### src/trellisConsts.svh
// trellis front end constants
// widths, register map, DAC select codes

`ifndef TRELLIS_CONSTS_SVH
`define TRELLIS_CONSTS_SVH

// datapath widths
`define SAMPLE_BITS          18
`define MF_BITS              10
`define ROT_BITS             8
`define INDEX_BITS           6
`define MAXACS_BITS          10
`define DECAY_BITS           8

// register port
`define REG_ADDR_BITS        13
`define REG_DATA_BITS        32
`define TRELLIS_SPACE_BITS   5
`define TRELLIS_SPACE_BASE   13'h0400
`define TRELLIS_DECAY_ADDR   13'h0400
`define TRELLIS_CONTROL_ADDR 13'h0404

// DAC monitor select codes
`define DAC_SEL_BITS         4
`define DAC_SEL_I            4'd0
`define DAC_SEL_Q            4'd1
`define DAC_SEL_PHERR        4'd2
`define DAC_SEL_INDEX        4'd3

`endif
### src/trellisPkg.sv
// trellis front end types

`default_nettype none

`include "trellisConsts.svh"

package trellisPkg;

   // latched I/Q pair, two's complement
   typedef struct packed {
      logic signed [`SAMPLE_BITS-1:0] i;
      logic signed [`SAMPLE_BITS-1:0] q;
   } iqSampleT;

   // single-cycle symbol timing strobes
   typedef struct packed {
      logic symEnEven;
      logic symEn;
      logic sym2xEn;
   } symStrobesT;

   // register write/read port
   typedef struct packed {
      logic                      wr;
      logic [`REG_ADDR_BITS-1:0] addr;
      logic [`REG_DATA_BITS-1:0] wdata;
   } regBusT;

   // control values driven to the Viterbi decoder
   typedef struct packed {
      logic [`DECAY_BITS-1:0] decayFactor;
      logic                   tbEnable;
      logic                   symbolDelay;
      logic                   slipRequest;
   } trellisCtrlT;

   // results returned by the decoder
   typedef struct packed {
      logic [`INDEX_BITS-1:0]  index;
      logic                    normalize;
      logic [`MAXACS_BITS-1:0] maxAcs;
      logic [`ROT_BITS-1:0]    phaseError;
      logic                    symEnOut;
   } decoderStatusT;

   // p3p3 45 matched filter taps and their strobe
   typedef struct packed {
      logic [`MF_BITS-1:0] mfReal;
      logic [`MF_BITS-1:0] mfImag;
      logic                valid;
   } mfMonitorT;

   typedef struct packed {
      logic                    sync;
      logic [`SAMPLE_BITS-1:0] data;
   } dacOutT;

   typedef struct packed {
      logic [`DAC_SEL_BITS-1:0] dac0Sel;
      logic [`DAC_SEL_BITS-1:0] dac1Sel;
      logic [`DAC_SEL_BITS-1:0] dac2Sel;
   } dacSelectT;

endpackage

`default_nettype wire

### src/trellisFrontEnd.sv
// multi-h SOQPSK trellis front end
// input conditioning, control registers, DAC monitor

`default_nettype none

`include "trellisConsts.svh"

module trellisFrontEnd
   import trellisPkg::*;
(
   input  logic                      clk,
   input  logic                      reset,
   // sample stream from the demodulator
   input  iqSampleT                  iqIn,
   input  symStrobesT                strobesIn,
   // register port
   input  regBusT                    regBus,
   output logic [`REG_DATA_BITS-1:0] rdata,
   // to the external decoder
   output iqSampleT                  iqOut,
   output symStrobesT                strobesOut,
   output trellisCtrlT               ctrl,
   // back from the decoder
   input  decoderStatusT             decStatus,
   input  mfMonitorT                 mfMon,
   // monitor outputs
   input  dacSelectT                 dacSel,
   output dacOutT                    dac0,
   output dacOutT                    dac1,
   output dacOutT                    dac2
);

   // one strobe dropped
   logic slipDone;

   inputConditioner u_inputConditioner (
      .clk         (clk),
      .reset       (reset),
      .iqIn        (iqIn),
      .strobesIn   (strobesIn),
      .slipRequest (ctrl.slipRequest),
      .symbolDelay (ctrl.symbolDelay),
      .iqOut       (iqOut),
      .strobesOut  (strobesOut),
      .slipDone    (slipDone)
   );

   trellisRegs u_trellisRegs (
      .clk      (clk),
      .reset    (reset),
      .regBus   (regBus),
      .slipDone (slipDone),
      .ctrl     (ctrl),
      .rdata    (rdata)
   );

   // monitors the conditioned stream and the decoder results
   dacMonitor u_dacMonitor (
      .clk       (clk),
      .reset     (reset),
      .dacSel    (dacSel),
      .iq        (iqOut),
      .strobes   (strobesOut),
      .mfMon     (mfMon),
      .decStatus (decStatus),
      .dac0      (dac0),
      .dac1      (dac1),
      .dac2      (dac2)
   );

endmodule

`default_nettype wire

### src/dacMonitor.sv
// DAC monitor multiplexer
// three registered channels

`default_nettype none

`include "trellisConsts.svh"

module dacMonitor
   import trellisPkg::*;
(
   input  logic          clk,
   input  logic          reset,
   input  dacSelectT     dacSel,
   input  iqSampleT      iq,
   input  symStrobesT    strobes,
   input  mfMonitorT     mfMon,
   input  decoderStatusT decStatus,
   output dacOutT        dac0,
   output dacOutT        dac1,
   output dacOutT        dac2
);

   // candidate sources, already left-justified with their sync
   dacOutT iSrc;
   dacOutT qSrc;
   dacOutT mfRealSrc;
   dacOutT mfImagSrc;
   dacOutT normSrc;
   dacOutT maxAcsSrc;
   dacOutT phErrSrc;
   dacOutT indexSrc;

   dacOutT next0;
   dacOutT next1;
   dacOutT next2;

   // same decode for every channel, only the sources differ
   function automatic dacOutT pickSource(
      input logic [`DAC_SEL_BITS-1:0] sel,
      input dacOutT                   srcI,
      input dacOutT                   srcQ,
      input dacOutT                   srcPherr,
      input dacOutT                   srcIndex,
      input dacOutT                   srcDefault
   );
      dacOutT pick;
      case (sel)
         `DAC_SEL_I:     pick = srcI;
         `DAC_SEL_Q:     pick = srcQ;
         `DAC_SEL_PHERR: pick = srcPherr;
         `DAC_SEL_INDEX: pick = srcIndex;
         default:        pick = srcDefault;
      endcase
      return pick;
   endfunction

   // --------------------
   // source formatting
   // --------------------

   assign iSrc = '{sync: strobes.sym2xEn, data: iq.i};
   assign qSrc = '{sync: strobes.sym2xEn, data: iq.q};

   assign mfRealSrc = '{sync: mfMon.valid,
                        data: {mfMon.mfReal, {(`SAMPLE_BITS-`MF_BITS){1'b0}}}};
   assign mfImagSrc = '{sync: mfMon.valid,
                        data: {mfMon.mfImag, {(`SAMPLE_BITS-`MF_BITS){1'b0}}}};

   // decoder results, all on the decoder's symbol strobe
   assign normSrc = '{sync: decStatus.symEnOut,
                      data: {decStatus.normalize, {(`SAMPLE_BITS-1){1'b0}}}};
   assign maxAcsSrc = '{sync: decStatus.symEnOut,
                        data: {decStatus.maxAcs, {(`SAMPLE_BITS-`MAXACS_BITS){1'b0}}}};
   assign phErrSrc = '{sync: decStatus.symEnOut,
                       data: {decStatus.phaseError, {(`SAMPLE_BITS-`ROT_BITS){1'b0}}}};

   // index sits one bit below the top
   assign indexSrc = '{sync: decStatus.symEnOut,
                       data: {1'b0, decStatus.index,
                              {(`SAMPLE_BITS-`INDEX_BITS-1){1'b0}}}};

   // --------------------
   // channel select
   // --------------------

   assign next0 = pickSource(dacSel.dac0Sel, iSrc, qSrc, normSrc, indexSrc, normSrc);
   assign next1 = pickSource(dacSel.dac1Sel, mfRealSrc, mfImagSrc, maxAcsSrc,
                             indexSrc, normSrc);
   assign next2 = pickSource(dacSel.dac2Sel, iSrc, qSrc, phErrSrc, indexSrc, phErrSrc);

   always_ff @(posedge clk) begin
      dac0.data <= next0.data;
      dac1.data <= next1.data;
      dac2.data <= next2.data;
      if (reset) begin
         dac0.sync <= 1'b0;
         dac1.sync <= 1'b0;
         dac2.sync <= 1'b0;
      end else begin
         dac0.sync <= next0.sync;
         dac1.sync <= next1.sync;
         dac2.sync <= next2.sync;
      end
   end

endmodule

`default_nettype wire

### src/trellisRegs.sv
// trellis control registers

`default_nettype none

`include "trellisConsts.svh"

module trellisRegs
   import trellisPkg::*;
(
   input  logic                      clk,
   input  logic                      reset,
   input  regBusT                    regBus,
   input  logic                      slipDone,
   output trellisCtrlT               ctrl,
   output logic [`REG_DATA_BITS-1:0] rdata
);

   localparam int SPACE_LSB = `REG_ADDR_BITS - `TRELLIS_SPACE_BITS;
   localparam logic [`REG_ADDR_BITS-1:0] SPACE_BASE   = `TRELLIS_SPACE_BASE;
   localparam logic [`REG_ADDR_BITS-1:0] DECAY_ADDR   = `TRELLIS_DECAY_ADDR;
   localparam logic [`REG_ADDR_BITS-1:0] CONTROL_ADDR = `TRELLIS_CONTROL_ADDR;

   // control register bit layout
   localparam int CTRL_SLIP_BIT  = 0;
   localparam int CTRL_DELAY_BIT = 1;
   localparam int CTRL_TB_BIT    = 2;

   logic inSpace;
   logic hitDecay;
   logic hitControl;
   logic wrDecay;
   logic wrControl;

   // --------------------
   // address decode
   // --------------------

   assign inSpace = regBus.addr[`REG_ADDR_BITS-1:SPACE_LSB] ==
                    SPACE_BASE[`REG_ADDR_BITS-1:SPACE_LSB];

   // register offsets within the trellis space
   assign hitDecay   = inSpace &&
                       (regBus.addr[SPACE_LSB-1:0] == DECAY_ADDR[SPACE_LSB-1:0]);
   assign hitControl = inSpace &&
                       (regBus.addr[SPACE_LSB-1:0] == CONTROL_ADDR[SPACE_LSB-1:0]);

   assign wrDecay   = regBus.wr && hitDecay;
   assign wrControl = regBus.wr && hitControl;

   // --------------------
   // registers
   // --------------------

   always_ff @(posedge clk) begin
      if (reset) begin
         ctrl <= '0;
      end else begin
         if (wrDecay) begin
            ctrl.decayFactor <= regBus.wdata[`DECAY_BITS-1:0];
         end
         if (wrControl) begin
            ctrl.tbEnable    <= regBus.wdata[CTRL_TB_BIT];
            ctrl.symbolDelay <= regBus.wdata[CTRL_DELAY_BIT];
         end
         // set by software, cleared only by the conditioner.
         // A new request on the clearing edge is kept
         if (wrControl && regBus.wdata[CTRL_SLIP_BIT]) begin
            ctrl.slipRequest <= 1'b1;
         end else if (slipDone) begin
            ctrl.slipRequest <= 1'b0;
         end
      end
   end

   // --------------------
   // readback
   // --------------------

   always_comb begin
      rdata = '0;
      if (hitDecay) begin
         rdata[`DECAY_BITS-1:0] = ctrl.decayFactor;
      end else if (hitControl) begin
         rdata[CTRL_TB_BIT]    = ctrl.tbEnable;
         rdata[CTRL_DELAY_BIT] = ctrl.symbolDelay;
         rdata[CTRL_SLIP_BIT]  = ctrl.slipRequest;
      end
   end

   // slip handshake with the conditioner
   slipDoneNeedsRequest: assert property (
      @(posedge clk) disable iff (reset)
      slipDone |-> $past(ctrl.slipRequest)
   ) else $error("slipDone without a pending slip request");

endmodule

`default_nettype wire

### src/inputConditioner.sv
// trellis input conditioner
// reclocking, symbol slip and I/Q latch

`default_nettype none

module inputConditioner
   import trellisPkg::*;
(
   input  logic       clk,
   input  logic       reset,
   input  iqSampleT   iqIn,
   input  symStrobesT strobesIn,
   input  logic       slipRequest,
   input  logic       symbolDelay,
   output iqSampleT   iqOut,
   output symStrobesT strobesOut,
   output logic       slipDone
);

   iqSampleT iqReclk;
   iqSampleT iqDelay;
   logic     dropSymEn;

   // --------------------
   // reclock stage
   // --------------------

   // samples travel with the strobes, one register deep
   always_ff @(posedge clk) begin
      iqReclk <= iqIn;
   end

   // only the first symEn after a request is eaten; while slipDone is
   // high the request is still being cleared, so no second drop
   assign dropSymEn = strobesIn.symEn & slipRequest & ~slipDone;

   always_ff @(posedge clk) begin
      if (reset) begin
         strobesOut <= '0;
         slipDone   <= 1'b0;
      end else begin
         strobesOut.symEnEven <= strobesIn.symEnEven;
         strobesOut.sym2xEn   <= strobesIn.sym2xEn;
         strobesOut.symEn     <= strobesIn.symEn & ~dropSymEn;
         slipDone             <= dropSymEn;
      end
   end

   // --------------------
   // I/Q latch
   // --------------------

   // previous half-symbol sample
   always_ff @(posedge clk) begin
      if (strobesOut.sym2xEn) begin
         iqDelay <= iqReclk;
      end
   end

   // latched pair for the matched filters, optionally one sample late
   always_ff @(posedge clk) begin
      if (reset) begin
         iqOut <= '0;
      end else if (strobesOut.sym2xEn) begin
         if (symbolDelay) begin
            iqOut <= iqDelay;
         end else begin
            iqOut <= iqReclk;
         end
      end
   end

   // --------------------
   // checks
   // --------------------

   // a slip cycle never carries a symbol strobe to the decoder
   slipGapsStrobe: assert property (
      @(posedge clk) disable iff (reset)
      !(slipDone && strobesOut.symEn)
   ) else $error("slipDone with symEn on strobesOut");

endmodule

`default_nettype wire

### config.mk
export PLATFORM = sky130hd
export DESIGN_NAME = trellisFrontEnd
export DESIGN_NICKNAME = d
export VERILOG_FILES = /design/src/trellisPkg.sv /design/src/trellisFrontEnd.sv /design/src/dacMonitor.sv /design/src/trellisRegs.sv /design/src/inputConditioner.sv
export VERILOG_INCLUDE_DIRS = /design/src
export SDC_FILE = /design/constraint.sdc
export NUM_CORES = 1
export LEC_CHECK = 0
export ABC_AREA = 1
export BUFFER_PORTS_ARGS = -buffer_cell sky130_fd_sc_hd__buf_4
export CAP_MARGIN = 20
export CORE_MARGIN = 5
export CORE_UTILIZATION = 42
export DETAILED_ROUTE_END_ITERATION = 7
export GPL_TIMING_DRIVEN = 0
export PLACE_DENSITY_LB_ADDON = 0.15
export SYNTH_ARGS = -nofsm -noshare
export SYNTH_HDL_FRONTEND = slang
export SYNTH_SLANG_ARGS = --single-unit
### constraint.sdc
create_clock -name clk -period 2.12 [get_ports clk]
set_clock_uncertainty 0.15 [all_clocks]
set_input_delay 0.318 -clock clk [delete_from_list [all_inputs] [get_ports clk]]
set_output_delay 0.318 -clock clk [all_outputs]
set_load 0.01 [all_outputs]
==> metrics.txt, run 1 <==
number of port buffers=228; nets=1219; std cell rows=45; M1 WL=8.553 mm; Critical Path End Type=output port; Final Util=66.37%; Seq pwr share=47.6%; GP Congestion=0.8058; startpoint types=flip-flop; Max Cap Viol=0; clock tree sinks=172; CTS tree=yes; max incr delay on CP=0.34 ns; CTS H-Tree Depth=4; post-synthesis sequential area ratio=59.81%; WHS Endpoint=u_dacMonitor.dac0[18]; drt wl/cell=16.07 µm; reg2reg start=u_inputConditioner.strobesOut[0]; vias in the first global route=6020; synthesized area=6360 µm²; worst hold-check path type=input pin to flip-flop; clock root cell=clkbuf_16; Yosys cell types=29; n_diodes=0; Post-synth EDFFs=36; Max Used Layer=met4; Clock Power Share=41.2%; share of post-route cells with drive strength above 1=29.56%; largest net degree at the start of global routing=40; Crit path max-delay family=buffers and inverters; TritonRoute pass-1 iters=4; Post-synth ARST share=0%; cell depth of the worst hold path=3; Req. time, crit path=1.65 ns; DR WL met2=10.08 mm; final wirelength=20.47 mm; synth warn=0; initial antenna violation count=0; vias=5879; sw frac=22.60%; Clock Tree Buf Depth=2; gr ovfl total=0; Static Leak=4.850 nW; CTS buffer count=17; Die X=133.1 µm; status=finished clean; Final WS setup=0.1517 ns; Least-Margin Pin Slew=0.6742 ns; DR WL met3=1.481 mm; # IOs=285; Final period util=92.84%; Setup CP Type=flip-flop to output port; Syn Inst Count=703; Die Ht=133.1 µm; clk slew on worst S/H paths=0.06 ns; pre-CTS setup slack=-0.4395 ns; RR Endpoint=u_inputConditioner.iqOut[16]; Tmin final=1.968 ns; vias per cell=4.615; die area=17700 µm²; syn_area_per_cell=9.047 µm²; Starting Density=42.31%; first-pass GRT wire length=31.84 mm; max-slew violation count=0; crit path max-delay cell type=dfxtp_1; Antenna Violating Nets Remaining=0; combinational share of power=11.3%; Peak supply drop=0.6837 mV; Worst R2R Setup Slack=0.29 ns; predominant post-synthesis flop cell=dfxtp_1; relative slew slack=55.05%; Seq cells post-synth=172; Area Overhead vs Synth=56.88%; Power, Total=7.615 mW; final setup violation count=0; core area=15030 µm²; worst skew pair latency=0.43 ns; GRT Overall Usage=22.96%; HP Start=dacSel[10]; Pwr Density=763.2 nW/µm²; critical path fanouts, max=10; Max Fclk=0.5081 GHz; final hold violation count=0; Starting DRT DRC Count=267; commonest non-fill, non-tap cell in the layout=buf_4; Cell Int Power=5.894 mW; # DRC=0; commonest non-fill, non-tap cells in the layout=buf_4, nand2_1, dfxtp_1; DP HPWL=14.57 mm; R2R depth=4; crit-path cells=buf_6, inv_1, clkbuf_4, nor2_1, nand2_1, o21ai_0, buf_4; P_sw=1.721 mW; Critical Path AT=1.50 ns; Worst Hold Slack=0.03318 ns; RSZ-0062 raised after global routing=false; CP bufs+invs=4
==> repair_timing <==
action | in CTS | in global routing
gates resized for setup | 3 | 3
setup buffers | 0 | 3
setup endpoints to repair | 38 | 17
hold buffers | 89 | 0
hold endpoints to repair | 76 | 0
==> through the flow <==
step | setup TNS (ns) | instances | area, µm²
2_1_floorplan | 0 | 734 | 6477
3_3_place_gp | -10.36 | 1150 | 8424
3_5_place_dp | -10.10 | 1150 | 8424
4_1_cts | 0 | 1271 | 9927
5_1_grt | 0 | 1274 | 9977
6_report | 0 | 1274 | 9977
==> worst max path at each step <==
stage	depth (start not counted)	endpoint	start	slack, ns
2_1_floorplan	5	u_inputConditioner.iqOut[0]	u_inputConditioner.strobesOut[0]	0.29
3_3_place_gp	5	u_inputConditioner.iqOut[7]	u_inputConditioner.strobesOut[0]	-0.44
3_5_place_dp	5	u_inputConditioner.iqOut[1]	u_inputConditioner.strobesOut[0]	-0.44
4_1_cts	7	rdata[1]	u_trellisRegs.ctrl[1]	0.03
5_1_grt	7	rdata[1]	u_trellisRegs.ctrl[1]	0.03
6_report	7	rdata[1]	u_trellisRegs.ctrl[1]	0.15
==> state kept, by name (all words and copies together), names as in the netlist <==
signal,cells
u_inputConditioner.iqDelay,36
u_inputConditioner.slipDone,1
u_trellisRegs.ctrl,11
u_dacMonitor.dac0,19
u_dacMonitor.dac2,19
u_inputConditioner.strobesOut,3
u_inputConditioner.iqReclk,36
u_dacMonitor.dac1,11
u_inputConditioner.iqOut,36
==> synth_stat cells, types with 2 or more instances <==
cell type	number	area, µm²
nand2_1	178	668.1
dfxtp_1	136	2723
inv_1	97	364.1
nand3_1	52	260.3
nor2_1	40	150.1
buf_4	39	292.8
o211ai_1	37	277.8
edfxtp_1	36	1081
o22ai_1	21	131.4
nand4_1	11	68.82
clkbuf_1	8	30.03
buf_2	7	35.03
o21ai_0	6	30.03
nor2_2	5	31.28
o2111ai_1	5	43.79
a21oi_1	4	20.02
buf_1	4	15.01
nor3_1	3	15.01
o221ai_1	3	26.28
nor2_4	2	22.52
==> cells by family after synthesis <==
group	Yosys count	synth area share [%]
AO/OA/AOI/OAI	77	8.401
buffers and inverters	158	12.04
flip-flops	172	59.81
other	1	0.05896
AND/OR/NAND/NOR	295	19.69
==> per-layer routing <==
| layer | up-vias | global-route usage, % |
|---|---|---|
| li1 | 2957 | - |
| met1 | 2667 | 27.62 |
| met2 | 232 | 39.42 |
| met3 | 23 | 6.312 |
| met4 | 0 | 8.199 |
| met5 | - | 0 |
==> area by class of cell <==
type | instances | area, µm²
repair buffers | 320 | 2645
plain buffers | 60 | 407.9
clock inverters | 9 | 108.9
well taps | 188 | 235.2
fillers | 1253 | 5056
multi-input cells | 404 | 1907
clock buffers | 23 | 498.0
flip-flops and latches | 172 | 3807
inverters | 98 | 367.9
==> power by group through the flow <==
stage                     sequential, mW  clock [mW]  combinational, mW
final                               3.62        3.13              0.857
after global routing                3.64        3.32              0.933
after CTS                           3.63        3.19              0.837
after detailed placement            3.70           0              0.697
after global placement              3.70           0              0.692
after floorplan                     3.71           0              0.259
==> tightest hold or removal path, stage by stage <==
cell and delay, ns:
buf_4 0.08, nor4_1 0.04, nor3_1 0.12
(Power assumes the default switching activity.)
==> run 2: changes to the inputs <==
CORE_UTILIZATION = 50   (was 42)
GPL_ROUTABILITY_DRIVEN = 0   (was unset)
clock period = 2.47 ns   (was 2.12 ns; I/O delays follow)
==> run 2 against run 1 <==
Against the previous run: via count down 0.24%; first-iteration DRC count grew 60%; register-to-register slack improved by 0.08 ns; setup slack better by 0.20 ns; largest cell class unchanged; utilization grew 8.5 points.
==> metrics.txt, run 2 (synthesis results as in run 1) <==
n_diodes=0; initial antenna violation count=0; max-slew violation count=0; vias per cell=4.847; final setup violation count=0; # DRC=0; nets=1171; setup bufs post-CTS=0; Tmin final=2.122 ns; Fin Setup TNS=0 ns; share of post-route cells with drive strength above 1=30.44%; max incr delay on CP=0.31 ns; CTS H-Tree Depth=4; # fillers=947; clk slew on worst S/H paths=0.07 ns; clock tree sinks=172; Static Leak=4.585 nW; # IOs=285; biggest regs=u_inputConditioner.iqDelay x36, u_inputConditioner.iqOut x36, u_inputConditioner.iqReclk x36; final wirelength=19.70 mm; vias=5865; gr ovfl total=0; CTS buffer count=17; startpoint types=flip-flop; core area=12570 µm²; largest net degree at the start of global routing=40; final hold violation count=0; Power, Total=6.282 mW; Max Cap Viol=0; clock root cell=clkbuf_16; Final period util=85.93%; worst skew pair latency=0.42 ns; crit-path cells=buf_4, inv_1, buf_2, nor2_1, nand2_1, o21ai_0, buf_4; Clock Tree Buf Depth=2; Critical Path AT=1.60 ns; TritonRoute pass-1 iters=5; Worst R2R Setup Slack=0.37 ns; Antenna Violating Nets Remaining=0; Critical Path End Type=output port; crit path max-delay cell type=dfxtp_1; Die X=122.8 µm; placed insts=1134; GRT Overall Usage=25.41%; critical path fanouts, max=10; reg2reg start=u_inputConditioner.strobesOut[0]; number of port buffers=228; Design Area, Final=9404 µm²; Area Overhead vs Synth=47.87%; Pwr Density=668.0 nW/µm²; HP Start=decStatus[18]; Starting Density=50.60%; std cell rows=41; Req. time, crit path=1.95 ns; Die Ht=122.8 µm; vias in the first global route=5553; commonest non-fill, non-tap cells in the layout=buf_4, nand2_1, dfxtp_1; Starting DRT DRC Count=427; DP HPWL=14.47 mm; Setup CP Type=flip-flop to output port; RSZ-0062 raised after global routing=false; Peak supply drop=0.7274 mV; drt wl/cell=16.28 µm; status=finished clean; CTS tree=yes; Final Util=74.82%; post-route insts no fill=1210; first-pass GRT wire length=29.24 mm; relative slew slack=60.99%; die area=15070 µm²; Crit. Startpoint=u_trellisRegs.ctrl[1]; DP Area=8404 µm²; commonest non-fill, non-tap cell in the layout=buf_4; Least-Margin Pin Slew=0.5812 ns; CP most frequent cell=buf_4; Max Fclk=0.4712 GHz; worst hold-check path type=input pin to flip-flop
==> run 2: changes by cell type in the layout (fill, tap and decap cells not counted), sizes merged <==
cell	previous run	this run
dlygate4sd3	89	44
inv	98	105
clkbuf	34	29
bufinv	2	0
clkinv	7	5
buf	280	279
==> run 2: metal layers <==
metal,vias up,wire [µm],global-route usage [%]
li1,2865,-,-
met1,2691,7690,29.40
met2,273,9747,44.82
met3,36,1769,7.005
met4,0,490,9.307
met5,-,0,0
==> run 2: path summary, 6_finish.rpt <==
check,end,cells past startpoint
worst max-delay path,rdata[1],7
worst min-delay path,u_dacMonitor.dac1[17],3
worst max register to register,u_inputConditioner.iqOut[6],5
worst min register to register,u_inputConditioner.iqDelay[35],0
==> run 2: cell type report <==
cell class | instances | area (µm²) | area share [%]
Inverter | 98 | 367.9 | 3.912
Timing Repair Buffer | 272 | 2152 | 22.88
Multi-Input combinational cell | 404 | 1907 | 20.28
Sequential cell | 172 | 3807 | 40.49
Tap cell | 172 | 215.2 | 2.288
Clock inverter | 12 | 98.84 | 1.051
Buffer | 60 | 397.9 | 4.231
Clock buffer | 20 | 457.9 | 4.870
==> run 2: power by group <==
group          total, mW  switching [mW]  internal (mW)
registers           3.13           0.106           3.02
clock network       2.50            1.13           1.37
logic              0.652           0.293          0.359
==> run 2: what timing repair did <==
action | in CTS | in global routing
hold buffers | 44 | 0
endpoints found under the setup margin | 0 | 16
hold endpoints to repair | 42 | 0
resized for setup | 0 | 1
==> run 2: through the flow <==
step                setup WS, ns  hold slack, ns
CTS                      0.05042        0.001265
finish                    0.3475         0.01033
detailed placement       0.08229          0.2703
global route              0.2313        0.009834
floorplan                 0.1981          0.2482
global placement         -0.4946          0.2612
==> run 2: critical path: cells and delay by family, from the launching register on <==
family	cells	cell delay, ns
buf+inv	4	0.66
flops	1	0.31
simple gates	2	0.15
compound gates	1	0.08
